--- src/source/aim_bot_pkg.sv ---
`default_nettype none

package aim_bot_pkg;

    // One byte as delivered by a camera while href is high
    typedef logic [7:0] cam_byte_t;

    // RGB565 pixel, first received byte in the upper half
    typedef logic [15:0] pixel_t;

    // Byte packer phase
    typedef enum logic {
        PACK_HIGH,
        PACK_LOW
    } pack_state_t;

    // Pixel buffer depth per camera, power of two
    localparam int FIFO_DEPTH_DEFAULT = 16;

    // Paired beats between two heartbeat ticks
    localparam int TICK_DEFAULT = 64;

endpackage : aim_bot_pkg

`default_nettype wire
--- src/source/aim_bot.sv ---
`default_nettype none

module aim_bot #(
    parameter int FIFO_DEPTH = aim_bot_pkg::FIFO_DEPTH_DEFAULT,
    parameter int TICK       = aim_bot_pkg::TICK_DEFAULT
) (
    input  wire                         clk,
    input  wire                         rst_n,

    input  wire                         cam1_href,
    input  wire                         cam1_strobe,
    input  wire aim_bot_pkg::cam_byte_t cam1_data,
    input  wire                         cam1_inited,

    input  wire                         cam2_href,
    input  wire                         cam2_strobe,
    input  wire aim_bot_pkg::cam_byte_t cam2_data,
    input  wire                         cam2_inited,

    output wire aim_bot_pkg::pixel_t    pixel_1,
    output wire aim_bot_pkg::pixel_t    pixel_2,
    output wire                         buf_valid,
    output wire                         buf_tick,
    output wire                         cam_inited,
    output wire                         overflow_1,
    output wire                         overflow_2
);

    wire                      cam1_href_565;
    wire                      cam2_href_565;
    wire                      cam1_strobe_565;
    wire                      cam2_strobe_565;
    wire aim_bot_pkg::pixel_t cam1_data_565;
    wire aim_bot_pkg::pixel_t cam2_data_565;

    // High once both cameras are ready
    assign cam_inited = cam1_inited && cam2_inited;

    cam_byte_pack u_cam1_pack (
        .clk       (clk            ),
        .rst_n     (rst_n          ),
        .href      (cam1_href      ),
        .strobe    (cam1_strobe    ),
        .data      (cam1_data      ),
        .href_565  (cam1_href_565  ),
        .strobe_565(cam1_strobe_565),
        .data_565  (cam1_data_565  )
    );

    cam_byte_pack u_cam2_pack (
        .clk       (clk            ),
        .rst_n     (rst_n          ),
        .href      (cam2_href      ),
        .strobe    (cam2_strobe    ),
        .data      (cam2_data      ),
        .href_565  (cam2_href_565  ),
        .strobe_565(cam2_strobe_565),
        .data_565  (cam2_data_565  )
    );

    pixel_combine #(.FIFO_DEPTH(FIFO_DEPTH)) u_pixel_combine (
        .clk       (clk            ),
        .rst_n     (rst_n          ),
        // Cam1
        .inited_1  (cam1_inited    ),
        .href_1    (cam1_href_565  ),
        .strobe_1  (cam1_strobe_565),
        .data_1    (cam1_data_565  ),
        // Cam2
        .inited_2  (cam2_inited    ),
        .href_2    (cam2_href_565  ),
        .strobe_2  (cam2_strobe_565),
        .data_2    (cam2_data_565  ),
        .pixel_1   (pixel_1        ),
        .pixel_2   (pixel_2        ),
        .valid     (buf_valid      ),
        .overflow_1(overflow_1     ),
        .overflow_2(overflow_2     )
    );

    valid_tick #(.TICK(TICK)) u_buf_tick (
        .clk  (clk      ),
        .rst_n(rst_n    ),
        .trig (buf_valid),
        .tick (buf_tick )
    );

endmodule : aim_bot

`default_nettype wire

--- src/source/valid_tick.sv ---
`default_nettype none

module valid_tick #(
    parameter int TICK = aim_bot_pkg::TICK_DEFAULT
) (
    input  wire  clk,
    input  wire  rst_n,
    input  wire  trig,
    output logic tick
);

    localparam int CW = (TICK > 1) ? $clog2(TICK) : 1;
    localparam logic [CW-1:0] LAST = CW'(TICK - 1);

    logic [CW-1:0] cnt;

    always_ff @(posedge clk or negedge rst_n) begin
        if (!rst_n) begin
            cnt  <= '0;
            tick <= 1'b0;
        end else begin
            tick <= 1'b0;
            if (trig) begin
                if (cnt == LAST) begin
                    // TICK-th beat seen, wrap and pulse
                    cnt  <= '0;
                    tick <= 1'b1;
                end else begin
                    cnt <= cnt + 1'b1;
                end
            end
        end
    end

endmodule : valid_tick

`default_nettype wire

--- src/source/pixel_combine.sv ---
`default_nettype none

module pixel_combine #(
    parameter int FIFO_DEPTH = aim_bot_pkg::FIFO_DEPTH_DEFAULT
) (
    input  wire                      clk,
    input  wire                      rst_n,
    // Camera 1
    input  wire                      inited_1,
    input  wire                      href_1,
    input  wire                      strobe_1,
    input  wire aim_bot_pkg::pixel_t data_1,
    // Camera 2
    input  wire                      inited_2,
    input  wire                      href_2,
    input  wire                      strobe_2,
    input  wire aim_bot_pkg::pixel_t data_2,
    output aim_bot_pkg::pixel_t      pixel_1,
    output aim_bot_pkg::pixel_t      pixel_2,
    output logic                     valid,
    output logic                     overflow_1,
    output logic                     overflow_2
);

    aim_bot_pkg::pixel_t head_1;
    aim_bot_pkg::pixel_t head_2;
    logic                wr_1;
    logic                wr_2;
    logic                empty_1;
    logic                empty_2;
    logic                pop;

    // Nothing is buffered from a camera that is not configured yet
    assign wr_1 = strobe_1 && href_1 && inited_1;
    assign wr_2 = strobe_2 && href_2 && inited_2;

    // Both heads leave together, this keeps the streams in step
    assign pop = !empty_1 && !empty_2;

    pixel_fifo #(.DEPTH(FIFO_DEPTH)) u_fifo_1 (
        .clk     (clk       ),
        .rst_n   (rst_n     ),
        .wr      (wr_1      ),
        .wdata   (data_1    ),
        .rd      (pop       ),
        .rdata   (head_1    ),
        .empty   (empty_1   ),
        .overflow(overflow_1)
    );

    pixel_fifo #(.DEPTH(FIFO_DEPTH)) u_fifo_2 (
        .clk     (clk       ),
        .rst_n   (rst_n     ),
        .wr      (wr_2      ),
        .wdata   (data_2    ),
        .rd      (pop       ),
        .rdata   (head_2    ),
        .empty   (empty_2   ),
        .overflow(overflow_2)
    );

    always_ff @(posedge clk or negedge rst_n) begin
        if (!rst_n) begin
            valid   <= 1'b0;
            pixel_1 <= '0;
            pixel_2 <= '0;
        end else begin
            valid <= pop;
            if (pop) begin
                pixel_1 <= head_1;
                pixel_2 <= head_2;
            end
        end
    end

endmodule : pixel_combine

`default_nettype wire

--- src/source/pixel_fifo.sv ---
`default_nettype none

module pixel_fifo #(
    parameter int DEPTH = aim_bot_pkg::FIFO_DEPTH_DEFAULT
) (
    input  wire                      clk,
    input  wire                      rst_n,
    input  wire                      wr,
    input  wire aim_bot_pkg::pixel_t wdata,
    input  wire                      rd,
    output aim_bot_pkg::pixel_t      rdata,
    output logic                     empty,
    output logic                     overflow
);

    localparam int AW = $clog2(DEPTH);
    localparam logic [AW:0] FULL_CNT = (AW + 1)'(DEPTH);

    aim_bot_pkg::pixel_t mem [DEPTH];

    logic [AW-1:0] wr_ptr;
    logic [AW-1:0] rd_ptr;
    logic [AW:0]   count;
    logic          full;
    logic          do_wr;
    logic          do_rd;

    assign full  = (count == FULL_CNT);
    assign empty = (count == '0);
    assign do_wr = wr && !full;
    assign do_rd = rd && !empty;

    // Head entry is always visible
    assign rdata = mem[rd_ptr];

    always_ff @(posedge clk) begin
        if (do_wr) begin
            mem[wr_ptr] <= wdata;
        end
    end

    always_ff @(posedge clk or negedge rst_n) begin
        if (!rst_n) begin
            wr_ptr   <= '0;
            rd_ptr   <= '0;
            count    <= '0;
            overflow <= 1'b0;
        end else begin
            // Pointers wrap on their own, depth is a power of two
            if (do_wr) begin
                wr_ptr <= wr_ptr + 1'b1;
            end
            if (do_rd) begin
                rd_ptr <= rd_ptr + 1'b1;
            end
            case ({do_wr, do_rd})
                2'b10:   count <= count + 1'b1;
                2'b01:   count <= count - 1'b1;
                default: count <= count;
            endcase
            // Sticky until reset
            if (wr && full) begin
                overflow <= 1'b1;
            end
        end
    end

endmodule : pixel_fifo

`default_nettype wire

--- src/source/cam_byte_pack.sv ---
`default_nettype none

module cam_byte_pack (
    input  wire                    clk,
    input  wire                    rst_n,
    input  wire                    href,
    input  wire                    strobe,
    input  wire aim_bot_pkg::cam_byte_t data,
    output logic                   href_565,
    output logic                   strobe_565,
    output aim_bot_pkg::pixel_t    data_565
);

    aim_bot_pkg::pack_state_t state;
    aim_bot_pkg::cam_byte_t   high_byte;
    logic                     take;

    // A byte only counts while the line is active
    assign take = strobe && href;

    always_ff @(posedge clk or negedge rst_n) begin
        if (!rst_n) begin
            state      <= aim_bot_pkg::PACK_HIGH;
            href_565   <= 1'b0;
            strobe_565 <= 1'b0;
        end else begin
            href_565   <= href;
            strobe_565 <= 1'b0;
            if (!href) begin
                // Line ended, drop any half pixel
                state <= aim_bot_pkg::PACK_HIGH;
            end else if (take) begin
                case (state)
                    aim_bot_pkg::PACK_HIGH: begin
                        state <= aim_bot_pkg::PACK_LOW;
                    end
                    aim_bot_pkg::PACK_LOW: begin
                        state      <= aim_bot_pkg::PACK_HIGH;
                        strobe_565 <= 1'b1;
                    end
                    default: begin
                        state <= aim_bot_pkg::PACK_HIGH;
                    end
                endcase
            end
        end
    end

    always_ff @(posedge clk) begin
        if (take && state == aim_bot_pkg::PACK_HIGH) begin
            high_byte <= data;
        end
        if (take && state == aim_bot_pkg::PACK_LOW) begin
            data_565 <= {high_byte, data};
        end
    end

endmodule : cam_byte_pack

`default_nettype wire

--- config.mk ---
export PLATFORM = sky130hd
export DESIGN_NAME = aim_bot
export DESIGN_NICKNAME = d
export VERILOG_FILES = /design/src/source/aim_bot_pkg.sv /design/src/source/aim_bot.sv /design/src/source/valid_tick.sv /design/src/source/pixel_combine.sv /design/src/source/pixel_fifo.sv /design/src/source/cam_byte_pack.sv
export SDC_FILE = /design/constraint.sdc
export NUM_CORES = 1
export LEC_CHECK = 0
export BUFFER_PORTS_ARGS = -buffer_cell sky130_fd_sc_hd__buf_2
export CORE_MARGIN = 4
export CORE_UTILIZATION = 39
export CTS_BUF_LIST = sky130_fd_sc_hd__clkbuf_8 sky130_fd_sc_hd__clkbuf_16
export DETAILED_ROUTE_END_ITERATION = 8
export PLACE_DENSITY = 0.51
export SLEW_MARGIN = 40
export SYNTH_ARGS = -nofsm -noshare
export SYNTH_HDL_FRONTEND = slang
export SYNTH_SLANG_ARGS = --single-unit
--- constraint.sdc ---
create_clock -name clk -period 3.8 [get_ports clk]
set_input_delay 0.38 -clock clk [delete_from_list [all_inputs] [get_ports clk]]
set_output_delay 0.38 -clock clk [all_outputs]
set_load 0.1 [all_outputs]
; ---- Yosys cells after proc, flatten, opt, wreduce, memory -nomap -nowiden
; Memories as Yosys holds them, arrays and structs flattened. A register that Yosys moved wholly into a read port is not among the register bits.
; Index checks and enable logic that the tools add are counted.
[classes]
addsub = 9
eq_ne = 9
muxes = 21
n_bitwise = 2
reduce_logical = 28
[op_table]
columns = cell, count
row1 = case mux 5 bit (2 select lines), 2
row2 = logical AND 1 bit, 18
row3 = adder 4 x 1 -> 4 bit (second input constant), 4
row4 = two-way mux 1 bit, 16
row5 = adder 5 x 1 -> 5 bit (second input constant), 2
row6 = == test 5 bit (second input constant), 2
row7 = logical NOT 5 bit, 2
row8 = subtractor 5 x 1 -> 5 bit (second input constant), 2
row9 = adder 6 x 1 -> 6 bit (second input constant), 1
row10 = == test 6 bit (second input constant), 1
row11 = logical NOT 1 bit, 6
row12 = two-way mux 6 bit, 1
row13 = == test 2 x 1 -> 1 bit (second input constant), 2
row14 = == test 2 bit (second input constant), 2
row15 = inequality test 2 x 1 -> 1 bit (second input constant), 2
row16 = case mux 1 bit (2 select lines), 2
row17 = nonzero test 2 bit, 2
row18 = NOT 1 bit, 2
[totals]
register_bits = 90
ram_bits = 512
input_bits = 24
output_inout_bits = 37
wordCells = 92
mem_count = 2
[mem_list]
columns = memory, words, word_bits, read_ports, rd_ports_with_merged_regs, write_ports, line_no
row1 = u_pixel_combine.u_fifo_1.mem, 16, 16, 1, 1, 1, pixel_fifo.sv:19  ; aim_bot_pkg::pixel_t mem [DEPTH];
row2 = u_pixel_combine.u_fifo_2.mem, 16, 16, 1, 1, 1, pixel_fifo.sv:19

; ---- Logic depth before layout (Yosys ltp)
; Gate-level depths: netlist (run 1).
[depth]
depth_word = 6
mapped_depth = 12
mapped_depth_nobuf = 11

; ---- Hierarchy
; Synthesis (run 1) repeated with hierarchy kept, for this count alone.
[hier_totals]
cells_unflattened = 1271
area_unflattened_um2 = 24931.4
[modules_own_cells]
columns = mod, n_inst, cells_each, area_each_um2, seq_area_each_um2
row1 = pixel_fifo, 2, 554, 10856.7, 8037.7
row2 = cam_byte_pack, 2, 33, 833.3, 795.8
row3 = pixel_combine, 1, 71, 1243.7, 825.8
row4 = valid_tick, 1, 25, 301.5, 175.2
row5 = aim_bot, 1, 1, 6.3, 0.0

; ---- Worst setup path after synthesis (run 1)
; No wires, ideal clock.
[synth_path]
path_type = register to register
start = register u_pixel_combine.u_fifo_2.count[1]
end = register u_pixel_combine.u_fifo_1.count[4]
setup_ps = 124
arrival_time_ps = 2769
required_time_ps = 3676
path_slack_ps = 907
stages_incl_launch_ff = 12
path_buffers = 2
period_less_slack_ps = 2893
path_cell_list = dfrtp_1 nor4_2 a22oi_2 buf_4 clkbuf_1 ha_1 ha_1 nor2b_1 o21ai_0 a21oi_1 or3b_1 xnor2_1
[synth_between]
elab_chain_len = 6
word_cells_on_any_way = 8
classes_between = eq/ne (2) / mux (1) / reduce/logical (5)
[synth_rtl]
columns = item, line_no
row1 = from (decl), pixel_fifo.sv:23  ; logic [AW:0] count;
row2 = from (signal assigned), pixel_fifo.sv:57  ; 2'b10: count <= count + 1'b1;
row3 = from (signal assigned), pixel_fifo.sv:58  ; 2'b01: count <= count - 1'b1;
row4 = from (signal assigned), pixel_fifo.sv:59  ; default: count <= count;
row5 = logical NOT 5 bit (*), pixel_fifo.sv:29  ; assign empty = (count == '0);
row6 = logical NOT 1 bit (*), pixel_combine.sv:38  ; assign pop = !empty_1 && !empty_2;
row7 = logical AND 1 bit (*), pixel_combine.sv:38
row8 = net u_pixel_combine.pop, pixel_combine.sv:31  ; logic pop;
row9 = logical AND 1 bit (*), pixel_fifo.sv:31  ; assign do_rd = rd && !empty;
row10 = == test 2 x 1 -> 1 bit / == test 2 bit (equally long branches), pixel_fifo.sv:56  ; case ({do_wr, do_rd})
row11 = case mux 5 bit (2 select lines) / nonzero test 2 bit (equally long branches), n/a
row12 = to (signal assigned), pixel_fifo.sv:57
row13 = to (signal assigned), pixel_fifo.sv:58
row14 = to (signal assigned), pixel_fifo.sv:59
row15 = to (decl), pixel_fifo.sv:23
; Mark *: on every way through the listed nets, which the timed path passes. The rest lies on a longest branch.
; A chain may end at the register's enable or synchronous reset.

; ---- Final worst setup path (run 1)
[layout_path]
start = register u_pixel_combine.u_fifo_2.count[1]
end = register u_pixel_combine.u_fifo_2.count[4]
[layout_between]
elab_chain_len = 6
word_cells_on_any_way = 13
classes_between = add/sub (2) / eq/ne (3) / mux (1) / reduce/logical (7)
[layout_rtl]
columns = item, line_no
row1 = logical NOT 5 bit, pixel_fifo.sv:29
row2 = logical NOT 1 bit, "pixel_combine.sv:38, pixel_fifo.sv:31"
row3 = logical AND 1 bit, pixel_combine.sv:38
row4 = logical AND 1 bit, pixel_fifo.sv:31
row5 = == test 2 x 1 -> 1 bit / == test 2 bit (equally long branches), pixel_fifo.sv:56
row6 = case mux 5 bit (2 select lines) / nonzero test 2 bit (equally long branches), n/a
; Several ways; a longest one is shown, not always the timed one.

==> flow_summary.yaml, run 1 <==
timing:
  whs_ps: 41.79
  clock_skew_ps: 23.27
  slew_headroom: 0.4648
  slew_viol_final: 0
  rsz0062_at_grt: "no"
  setup_violations: 0
  setup_tns_ps: 0
  min_period_ps: 2840
  fmax_mhz: 352.2
  fin_ws_ps: 960.5
  finalHoldViolCount: 0
  worstMarginPinSlew_ps: 802.8
  min_period_over_period: 0.7472
logic_synthesis:
  synth_edf_count: 560
  synthTopCellsByArea: "edfxtp_1 70%, mux4_2 12%, dfrtp_1 7.7%"
  syn_inst: 1131
  ys_types: 41
  synth-async-reset-ratio: 0.1167
  synth_top_flop_cell: "edfxtp_1"
  syn_area_um2: 24190
  synth.top_cell.area_share: 0.6953
  syn_avg_cell_area_um2: 21.38
  yosysSeqAreaShare: 0.7719
  ys_ff_latch: 634
  syn-num-nets: 1176
  synth_top_area_cell: "edfxtp_1"
  yosys_warnings: 0
run:
  maxCapViolCount: 0
setup_path:
  crit_top_cell: "inv_1"
  path_class: "reg2reg"
  start_kind: "register"
  reg2reg_slack_ps: 960
  arrival_ps: 3300
  crit_slowest_cell: "nor4_2"
  crit_chain: "nor4_2, a21oi_2, inv_1, ha_1, inv_1, fa_1, nor2b_1, o21ai_0, nand3_1, or3b_1, xnor2_1"
  required_ps: 4260
  end_kind: "register"
  cp_max_fo: 9
  max_stage_delay_ps: 440
global_route:
  grt_pass1_wl_mm: 77.59
  grt_use_total: 0.1575
  grt_max_degree: 62
  grt_pass1_vias: 11880
  gr-total-overflow: 0
  antenna_found_initial: 0
cells_and_area:
  fill_cells: 5219
  design_area_um2: 27950
  diodes: 0
  finish.utilization: 0.4537
  final_layout_size_suffix_gt1_frac: 0.3116
  areaGrowthSynthToFinish_pct: 15.55
  fin_cells: 2153
  nets: 1306
floorplanning:
  initial_utilization: 0.3926
  die_h_um: 257.0
  fp.dieW_um: 257.0
  core-area_um2: 61600
  io_pins: 61
  die_area_um2: 66060
  num_rows: 91
clock_tree:
  clk_pin_slew_ps: 60
  htree_levels: 3
  clock_latency_ps: 590
  cts_resized: 0
  cts_root_buf: "clkbuf_16"
  cts_buffer_depth: 3
  post_cts_buffers: 0
  numCtsBuffers: 68
  clock_sinks: 634
  cts_tree: "built"
power:
  power.total_mw: 20.97
  powerDensity_nw_per_um2: 750.2
  ir_worst_vdd_v: 0.0003938
  leakagePower_nw: 9.229
route:
  routed_wirelength_mm: 51.11
  viasPerCell: 5.185
  ant_nets: 0
  drt_pass1_iterations: 5
  vias: 11160
  drc: 0
  drt_iter0_drc: 725
  wl_per_cell_um: 23.74
place:
  dp_slack_ps: 925.5
  place_area_um2: 25660
  dp_cells: 2014
  port_buffers: 60
  hpwl_mm: 29.79
  routabilityCongestion: 0.7184
min_path:
  worst_hold_path_type: "in2reg"
status:
  status: "finished clean"
==> cells by family (layout without fill, tap and decap cells) <==
| logic type | count (synthesis) | in the layout | share of synthesized area |
|---|---|---|---|
| flops | 634 | 634 | 0.7719 |
| mux | 164 | 164 | 0.1365 |
| compound gates | 119 | 119 | 0.03425 |
| simple gates | 97 | 97 | 0.02126 |
| buf+inv | 70 | 255 | 0.01521 |
| xor+xnor | 26 | 26 | 0.009415 |
| fa+ha+maj | 21 | 21 | 0.01148 |
==> power by group <==
group          leakage, nW  internal, mW  switching [mW]
logic                 2.22          2.48            3.54
clock network         1.11          3.62            2.65
registers             5.90          7.97           0.704
==> state kept, by name, summed over array words and instances, names as in the netlist, 5 cells and up <==
name	cells
u_pixel_combine.pixel_2	16
u_cam1_pack.high_byte	8
u_pixel_combine.u_fifo_1.mem	256
u_pixel_combine.u_fifo_1.count	5
u_cam2_pack.data_565	16
u_pixel_combine.pixel_1	16
u_buf_tick.cnt	6
u_cam1_pack.data_565	16
u_pixel_combine.u_fifo_2.count	5
u_cam2_pack.high_byte	8
u_pixel_combine.u_fifo_2.mem	256
==> placed cells by master, fill, tap and decap left out, types with 3 or more instances in the layout <==
cell             n
and2_2           4
xor2_1           9
ha_1            19
clkbuf_16       71
nand4_1          7
nor3_2           4
mux2_2          29
dfrtp_2          3
nand2_1         24
clkbuf_8         8
nor2_2           8
nor2_1          11
nand2b_1         3
clkinv_1        14
inv_6            3
buf_4           35
edfxtp_1       560
a21oi_1         37
inv_1           30
dfrtp_1         69
buf_12           5
and3_1           3
buf_2           59
mux2_4           4
and2_1          15
xnor2_1         17
clkinv_2         9
nand3_1          4
o22ai_1         44
o22ai_2         20
mux4_2         128
dlygate4sd3_1   14
o21ai_0         10
==> what timing repair did <==
item,4_1_cts,5_1_grt
endpoints found under the hold margin,84,0
hold buffers,14,0
endpoints found under the setup margin,0,0
==> final timing paths <==
kind	start	cells past startpoint	end
min reg2reg	u_cam1_pack.high_byte[2]	0	u_cam1_pack.data_565[10]
max reg2reg	u_pixel_combine.u_fifo_2.count[1]	11	u_pixel_combine.u_fifo_2.count[4]
min in group asynchronous	rst_n	2	u_pixel_combine.u_fifo_1.rd_ptr[2]
min	cam1_data[6]	1	u_cam1_pack.data_565[6]
max in group asynchronous	rst_n	3	u_pixel_combine.u_fifo_1.rd_ptr[1]
max	u_pixel_combine.u_fifo_2.count[1]	11	u_pixel_combine.u_fifo_2.count[4]
==> metal layers <==
metal | up-vias | GRT usage | wire length [µm]
met2 | 198 | 0.2525 | 24760
met1 | 5998 | 0.2260 | 23380
met3 | 60 | 0.02628 | 2091
li1 | 4908 | - | -
met4 | 0 | 0.04334 | 874
met5 | - | 0 | 0
==> critical path: cells and delay by family (launching register included) <==
kind / cells / cell delay (ps)
AO/OA/AOI/OAI: 2 / 300
adder cells (fa/ha/maj): 2 / 650
XOR/XNOR: 1 / 130
buffers and inverters: 2 / 220
AND/OR/NAND/NOR: 4 / 1020
flip-flops: 1 / 410
==> cell usage after synthesis, types with 2 or more instances <==
master,count
edfxtp_1,560
mux4_2,128
dfrtp_1,74
o22ai_1,44
a21oi_1,37
mux2_2,29
nand2_1,24
clkbuf_1,20
o22ai_2,20
and2_1,19
ha_1,19
nor2_1,19
xnor2_1,17
inv_1,16
buf_2,12
o21ai_0,10
buf_4,9
xor2_1,9
nand4_1,7
buf_1,6
buf_6,6
and3_1,5
nor3_1,5
mux2_4,4
nand2b_1,4
nand3_1,4
a21o_1,2
a21oi_2,2
fa_1,2
mux2_1,2
nand2_2,2
nor2b_1,2
o21bai_1,2
or2_1,2
or3b_1,2
==> cell type report <==
class,instances,area (µm²),area share
sequential,634,18680,0.6684
multi-input combinational,427,5200,0.1861
clock buffer,79,1887,0.06752
tap,837,1047,0.03747
timing repair buffer,114,809.5,0.02897
clock inverter,46,262.8,0.009402
inverter,16,60.06,0.002149
Power figures use the tool's default switching activity.
==> run 2, diff against run 1 <==
Clock period 3.8 ns to 2.9 ns, I/O delays scaled along.
==> run 2 against run 1 <==
Power increased by 34%. Worst setup slack got worse by 730 ps. Sequential cell count unchanged. Routed wire length increased by 3.0%. Final cell count increased by 1.4%. Die area unchanged. Clock skew decreased by 4.9 ps. Combinational power increased by 35%. Critical path depth unchanged. Via count increased by 1.8%. Critical path type unchanged. Largest cell class unchanged.
==> flow_summary.yaml, run 2 (synthesis results as in run 1) <==
timing:
  rsz0062_at_grt: "no"
  slew_viol_final: 0
  fin_ws_ps: 225.9
  finalHoldViolCount: 0
  clock_skew_ps: 18.40
  setup_tns_ps: 0
  fmax_mhz: 374.0
  worstMarginPinSlew_ps: 652.5
  setup_violations: 0
  min_period_over_period: 0.9221
  slew_headroom: 0.5650
  whs_ps: 54.91
  min_period_ps: 2674
setup_path:
  reg2reg_to: "u_pixel_combine.u_fifo_2.count[4]"
  reg2reg_slack_ps: 230
  crit_top_cell: "inv_1"
  crit_slowest_cell: "dfrtp_1"
  max_stage_delay_ps: 440
  r2r_start: "u_pixel_combine.u_fifo_2.count[1]"
  end_kind: "register"
  start_kind: "register"
  crit_chain: "nor4_4, a21oi_2, inv_1, ha_1, inv_1, fa_1, nor2b_1, o21ai_0, nand3_1, or3b_1, xnor2_1"
  cp_max_fo: 4
  path_class: "reg2reg"
  reg2reg_depth: 11
  arrival_ps: 3140
  required_ps: 3360
cells_and_area:
  design_area_um2: 28320
  areaGrowthSynthToFinish_pct: 17.09
  fill_cells: 5160
  layout_common_cells: "560 x edfxtp_1, 128 x mux4_2, 73 x clkbuf_16"
  final_common_cell: "edfxtp_1"
  largestRegisters: "u_pixel_combine.u_fifo_1.mem x256, u_pixel_combine.u_fifo_2.mem x256"
  final_layout_size_suffix_gt1_frac: 0.3152
  nets: 1336
  finish.utilization: 0.4597
  fin_cells: 2183
power:
  switching_power_mw: 9.109
  pwr-share-comb: 0.289
  p_int_mw: 18.96
  ir_worst_vdd_v: 0.0004824
  leakagePower_nw: 9.427
  p_seq_frac: 0.404
  power.total_mw: 28.07
  powerDensity_nw_per_um2: 991.1
  power.share.switching: 0.3245
  clock_power_share: 0.307
run:
  maxCapViolCount: 0
global_route:
  gr-total-overflow: 0
  grt_pass1_vias: 11910
  grt_pass1_wl_mm: 79.56
  antenna_found_initial: 1
  grt_use_total: 0.1614
  grt_max_degree: 43
floorplanning:
  die_area_um2: 66060
  core-area_um2: 61600
  io_pins: 61
  initial_utilization: 0.3926
  fp.dieW_um: 257.0
  die_h_um: 257.0
  num_rows: 91
clock_tree:
  post_cts_buffers: 0
  cts_root_buf: "clkbuf_16"
  clock_sinks: 634
  htree_levels: 3
  cts_buffer_depth: 3
  numCtsBuffers: 70
  cts_tree: "built"
  clock_latency_ps: 590
  clk_pin_slew_ps: 50
place:
  place_area_um2: 25850
  dp_slack_ps: 116.9
  hpwl_mm: 30.59
  dp_cells: 2036
  port_buffers: 60
  routabilityCongestion: 0.7140
route:
  viasPerCell: 5.208
  routed_wirelength_mm: 52.65
  vias: 11370
  drc: 0
  drt_pass1_iterations: 5
  drt_iter0_drc: 823
  wl_per_cell_um: 24.12
  ant_nets: 0
min_path:
  hp-start: "cam1_inited"
  whs_endpoint: "u_pixel_combine.u_fifo_1.overflow"
  worst_hold_path_type: "in2reg"
  min_path_cells: 3
status:
  status: "finished clean"
-- run 2: power by group through the flow --
stage	clock network (mW)	logic (mW)	registers (mW)
finish	8.61	8.12	11.3
global route	9.27	8.73	11.5
CTS	8.85	8.25	11.4
detailed placement	0	8.21	11.5
global placement	0	8.17	11.5
floorplan	0	5.06	12.7
-- run 2: layout make-up --
| class | instances | area, µm² | share of cell area |
|---|---|---|---|
| tap | 837 | 1047 | 0.03698 |
| timing repair buffer | 142 | 1081 | 0.03817 |
| clock buffer | 75 | 1854 | 0.06548 |
| clock inverter | 51 | 395.4 | 0.01396 |
| multi-input combinational | 427 | 5200 | 0.1836 |
| sequential | 634 | 18680 | 0.6596 |
| antenna | 1 | 2.502 | 0.00008837 |
| inverter | 16 | 60.06 | 0.002121 |
-- run 2: worst max path at each step --
stage	startpoint	endpoint	slack (ps)	cells past startpoint
after floorplan	u_pixel_combine.u_fifo_2.count[1]	u_pixel_combine.u_fifo_1.count[4]	7	11
after global placement	u_pixel_combine.u_fifo_2.count[1]	u_pixel_combine.u_fifo_2.count[4]	180	11
after detailed placement	u_pixel_combine.u_fifo_2.count[1]	u_pixel_combine.u_fifo_2.count[4]	120	9
after CTS	u_pixel_combine.u_fifo_2.count[1]	u_pixel_combine.u_fifo_2.count[4]	120	9
after global routing	u_pixel_combine.u_fifo_2.count[1]	u_pixel_combine.u_fifo_2.count[4]	0.4	11
final	u_pixel_combine.u_fifo_2.count[1]	u_pixel_combine.u_fifo_2.count[4]	230	11
-- run 2: timing repair --
| action | in CTS | in global routing |
|---|---|---|
| hold buffers | 20 | 0 |
| endpoints found under the setup margin | 0 | 2 |
| hold endpoints to repair | 68 | 0 |
| resized for setup | 0 | 1 |
-- run 2: worst max-delay path, delay by kind of cell, from the launching register on --
kind | cells | cell delay (ps)
flip-flops | 1 | 440
buffers and inverters | 2 | 180
AND/OR/NAND/NOR | 4 | 960
adder cells (fa/ha/maj) | 2 | 630
AO/OA/AOI/OAI | 2 | 210
XOR/XNOR | 1 | 130
-- run 2: routing by layer --
layer	routed length (µm)	part of all wire	global-route usage
met3	2151	0.041	0.02608
met1	24670	0.47	0.2389
met5	0	0	0
met2	25040	0.48	0.2523
met4	788	0.015	0.04273
==> run 3, diff against run 2 <==
Settings changed: CORE_UTILIZATION 39 to 35, PLACE_DENSITY 0.51 to 0.47, REMOVE_ABC_BUFFERS from default to 1.
==> run 3 against run 2 <==
Fmax grew 0.74%. Register-to-register slack better by 20 ps. Clock power grew 1%. Worst setup slack improved by 20 ps. Largest power group unchanged.
==> flow_summary.yaml, run 3 (synthesis results as in run 1) <==
status:
  status: "finished clean"
cells_and_area:
  fill_cells: 6055
  largestRegisters: "u_pixel_combine.u_fifo_1.mem x256, u_pixel_combine.u_fifo_2.mem x256"
  finish.utilization: 0.4168
  diodes: 0
  seqCellArea_um2: 18680
  fin_cells: 2286
  areaGrowthSynthToFinish_pct: 18.20
  multiInputGateArea_um2: 5214
  nets: 1344
  final_layout_size_suffix_gt1_frac: 0.3232
  final_common_cell: "edfxtp_1"
  layout_common_cells: "560 x edfxtp_1, 128 x mux4_2, 70 x clkbuf_16, 70 x dfrtp_1, 59 x buf_2"
route:
  ant_nets: 0
  wl_per_cell_um: 24.40
  routed_wirelength_mm: 55.78
  drt_iter0_drc: 727
  vias: 11370
  viasPerCell: 4.973
  drc: 0
  drt_pass1_iterations: 5
timing:
  finalHoldViolCount: 0
  fin_ws_ps: 245.5
  whs_ps: 37.70
  rsz0062_at_grt: "no"
  setup_violations: 0
  slew_headroom: 0.5497
  slew_viol_final: 0
  worstMarginPinSlew_ps: 675.5
  min_period_over_period: 0.9153
  clock_skew_ps: 25.11
  fmax_mhz: 376.7
  min_period_ps: 2654
  setup_tns_ps: 0
setup_path:
  crit_buf_inv: 2
  cp_top_family: "simple AND/OR/NAND/NOR gates"
  required_ps: 3390
  start_kind: "register"
  end_kind: "register"
  cp_max_fo: 4
  crit_top_cell: "inv_1"
  path_class: "reg2reg"
  crit_slowest_cell: "dfrtp_1"
  crit_chain: "nor4_4, a21oi_2, inv_1, ha_1, inv_1, fa_1, nor2b_1, o21ai_0, nand3_1, or3b_1, xnor2_1"
  max_stage_delay_ps: 430
  arrival_ps: 3140
clock_tree:
  clock_sinks: 634
  clk_pin_slew_ps: 60
  cts_tree: "built"
  numCtsBuffers: 69
  post_cts_buffers: 0
  htree_levels: 3
  clock_latency_ps: 610
  cts_buffer_depth: 3
  cts_root_buf: "clkbuf_16"
global_route:
  grt_pass1_vias: 12130
  grt_use_met3: 0.02731
  use_met2: 0.2635
  grt.busiest_layer: "met2"
  grt_pass1_wl_mm: 82.99
  antenna_found_initial: 0
  grt_max_degree: 53
  gr-total-overflow: 0
  grt_use_total: 0.1533
  grt_util_met1: 0.2052
floorplanning:
  core-area_um2: 68590
  io_pins: 61
  die_h_um: 270.9
  die_area_um2: 73370
  initial_utilization: 0.3526
  num_rows: 96
  fp.dieW_um: 270.9
power:
  leakagePower_nw: 9.505
  pwr-share-comb: 0.296
  clock_power_share: 0.308
  powerDensity_nw_per_um2: 992.0
  p_int_mw: 19.03
  switching_power_mw: 9.328
  power.share.switching: 0.3290
  p_seq_frac: 0.396
  ir_worst_vdd_v: 0.0007393
min_path:
  worst_hold_path_type: "in2reg"
place:
  routabilityCongestion: 0.7060
  hpwl_mm: 32.23
  dp_slack_ps: 123.8
  port_buffers: 60
  dp_cells: 2137
run:
  maxCapViolCount: 0
run 3: cell count changes in the layout (fill, tap and decap cells not counted), sizes merged:
| cell | previous run | this run |
|---|---|---|
| buf | 122 | 129 |
| clkinv | 22 | 27 |
| clkinvlp | 2 | 0 |
| dlygate4sd3 | 20 | 22 |
| inv | 37 | 35 |
| diode | 1 | 0 |
run 3: area by class of cell:
cell class / count / share of cell area
clock buffers: 75 / 0.06368
well taps: 931 / 0.04075
clock inverters: 52 / 0.01606
inverters: 16 / 0.002101
flip-flops and latches: 634 / 0.6534
multi-input cells: 427 / 0.1824
repair buffers: 151 / 0.04167
run 3: final timing paths:
check / from / endpoint / slack [ps] / cells after the start
max: u_pixel_combine.u_fifo_2.count[1] / u_pixel_combine.u_fifo_2.count[4] / 250 / 11
min: cam2_inited / u_pixel_combine.u_fifo_2.overflow / 40 / 3
max reg2reg: u_pixel_combine.u_fifo_2.count[1] / u_pixel_combine.u_fifo_2.count[4] / 250 / 11
min reg2reg: u_cam2_pack.high_byte[4] / u_cam2_pack.data_565[12] / 410 / 0
max in group asynchronous: rst_n / u_pixel_combine.u_fifo_2.rd_ptr[0] / 1940 / 3
min in group asynchronous: rst_n / u_pixel_combine.pixel_1[15] / 220 / 2
run 3: power groups by stage:
| stage | Sequential, mW | Combinational [mW] | Clock (mW) |
|---|---|---|---|
| after floorplan | 13.4 | 4.22 | 0 |
| after global routing | 11.3 | 9.02 | 9.39 |
| after CTS | 11.2 | 8.59 | 9.00 |
| after detailed placement | 11.4 | 8.54 | 0 |
| final | 11.2 | 8.40 | 8.73 |
| after global placement | 11.4 | 8.47 | 0 |
run 3: metal layers:
layer,share of wire,vias up
met5,0,-
met4,0.016,0
met3,0.034,74
met2,0.51,192
met1,0.44,6120
li1,-,4982
run 3: metrics by stage:
stage               cell area, µm²  total power [mW]
detailed placement           26080             19.96
floorplan                    23880             17.63
global placement             26070             19.89
CTS                          28580             28.84
global route                 28590             29.74
finish                       28590             28.36
run 3: repair_timing:
item                                    CTS  global route
hold endpoints to repair                 65             0
endpoints found under the setup margin    0             2
hold buffers                             22             0
gates resized for setup                   0             1
run 3: worst reg2reg max path, cell delays in order, from the launching register on:
cell	delay, ps
dfrtp_1	430
nor4_4	390
a21oi_2	110
inv_1	80
ha_1	230
inv_1	100
fa_1	410
nor2b_1	110
o21ai_0	100
nand3_1	90
or3b_1	360
xnor2_1	130
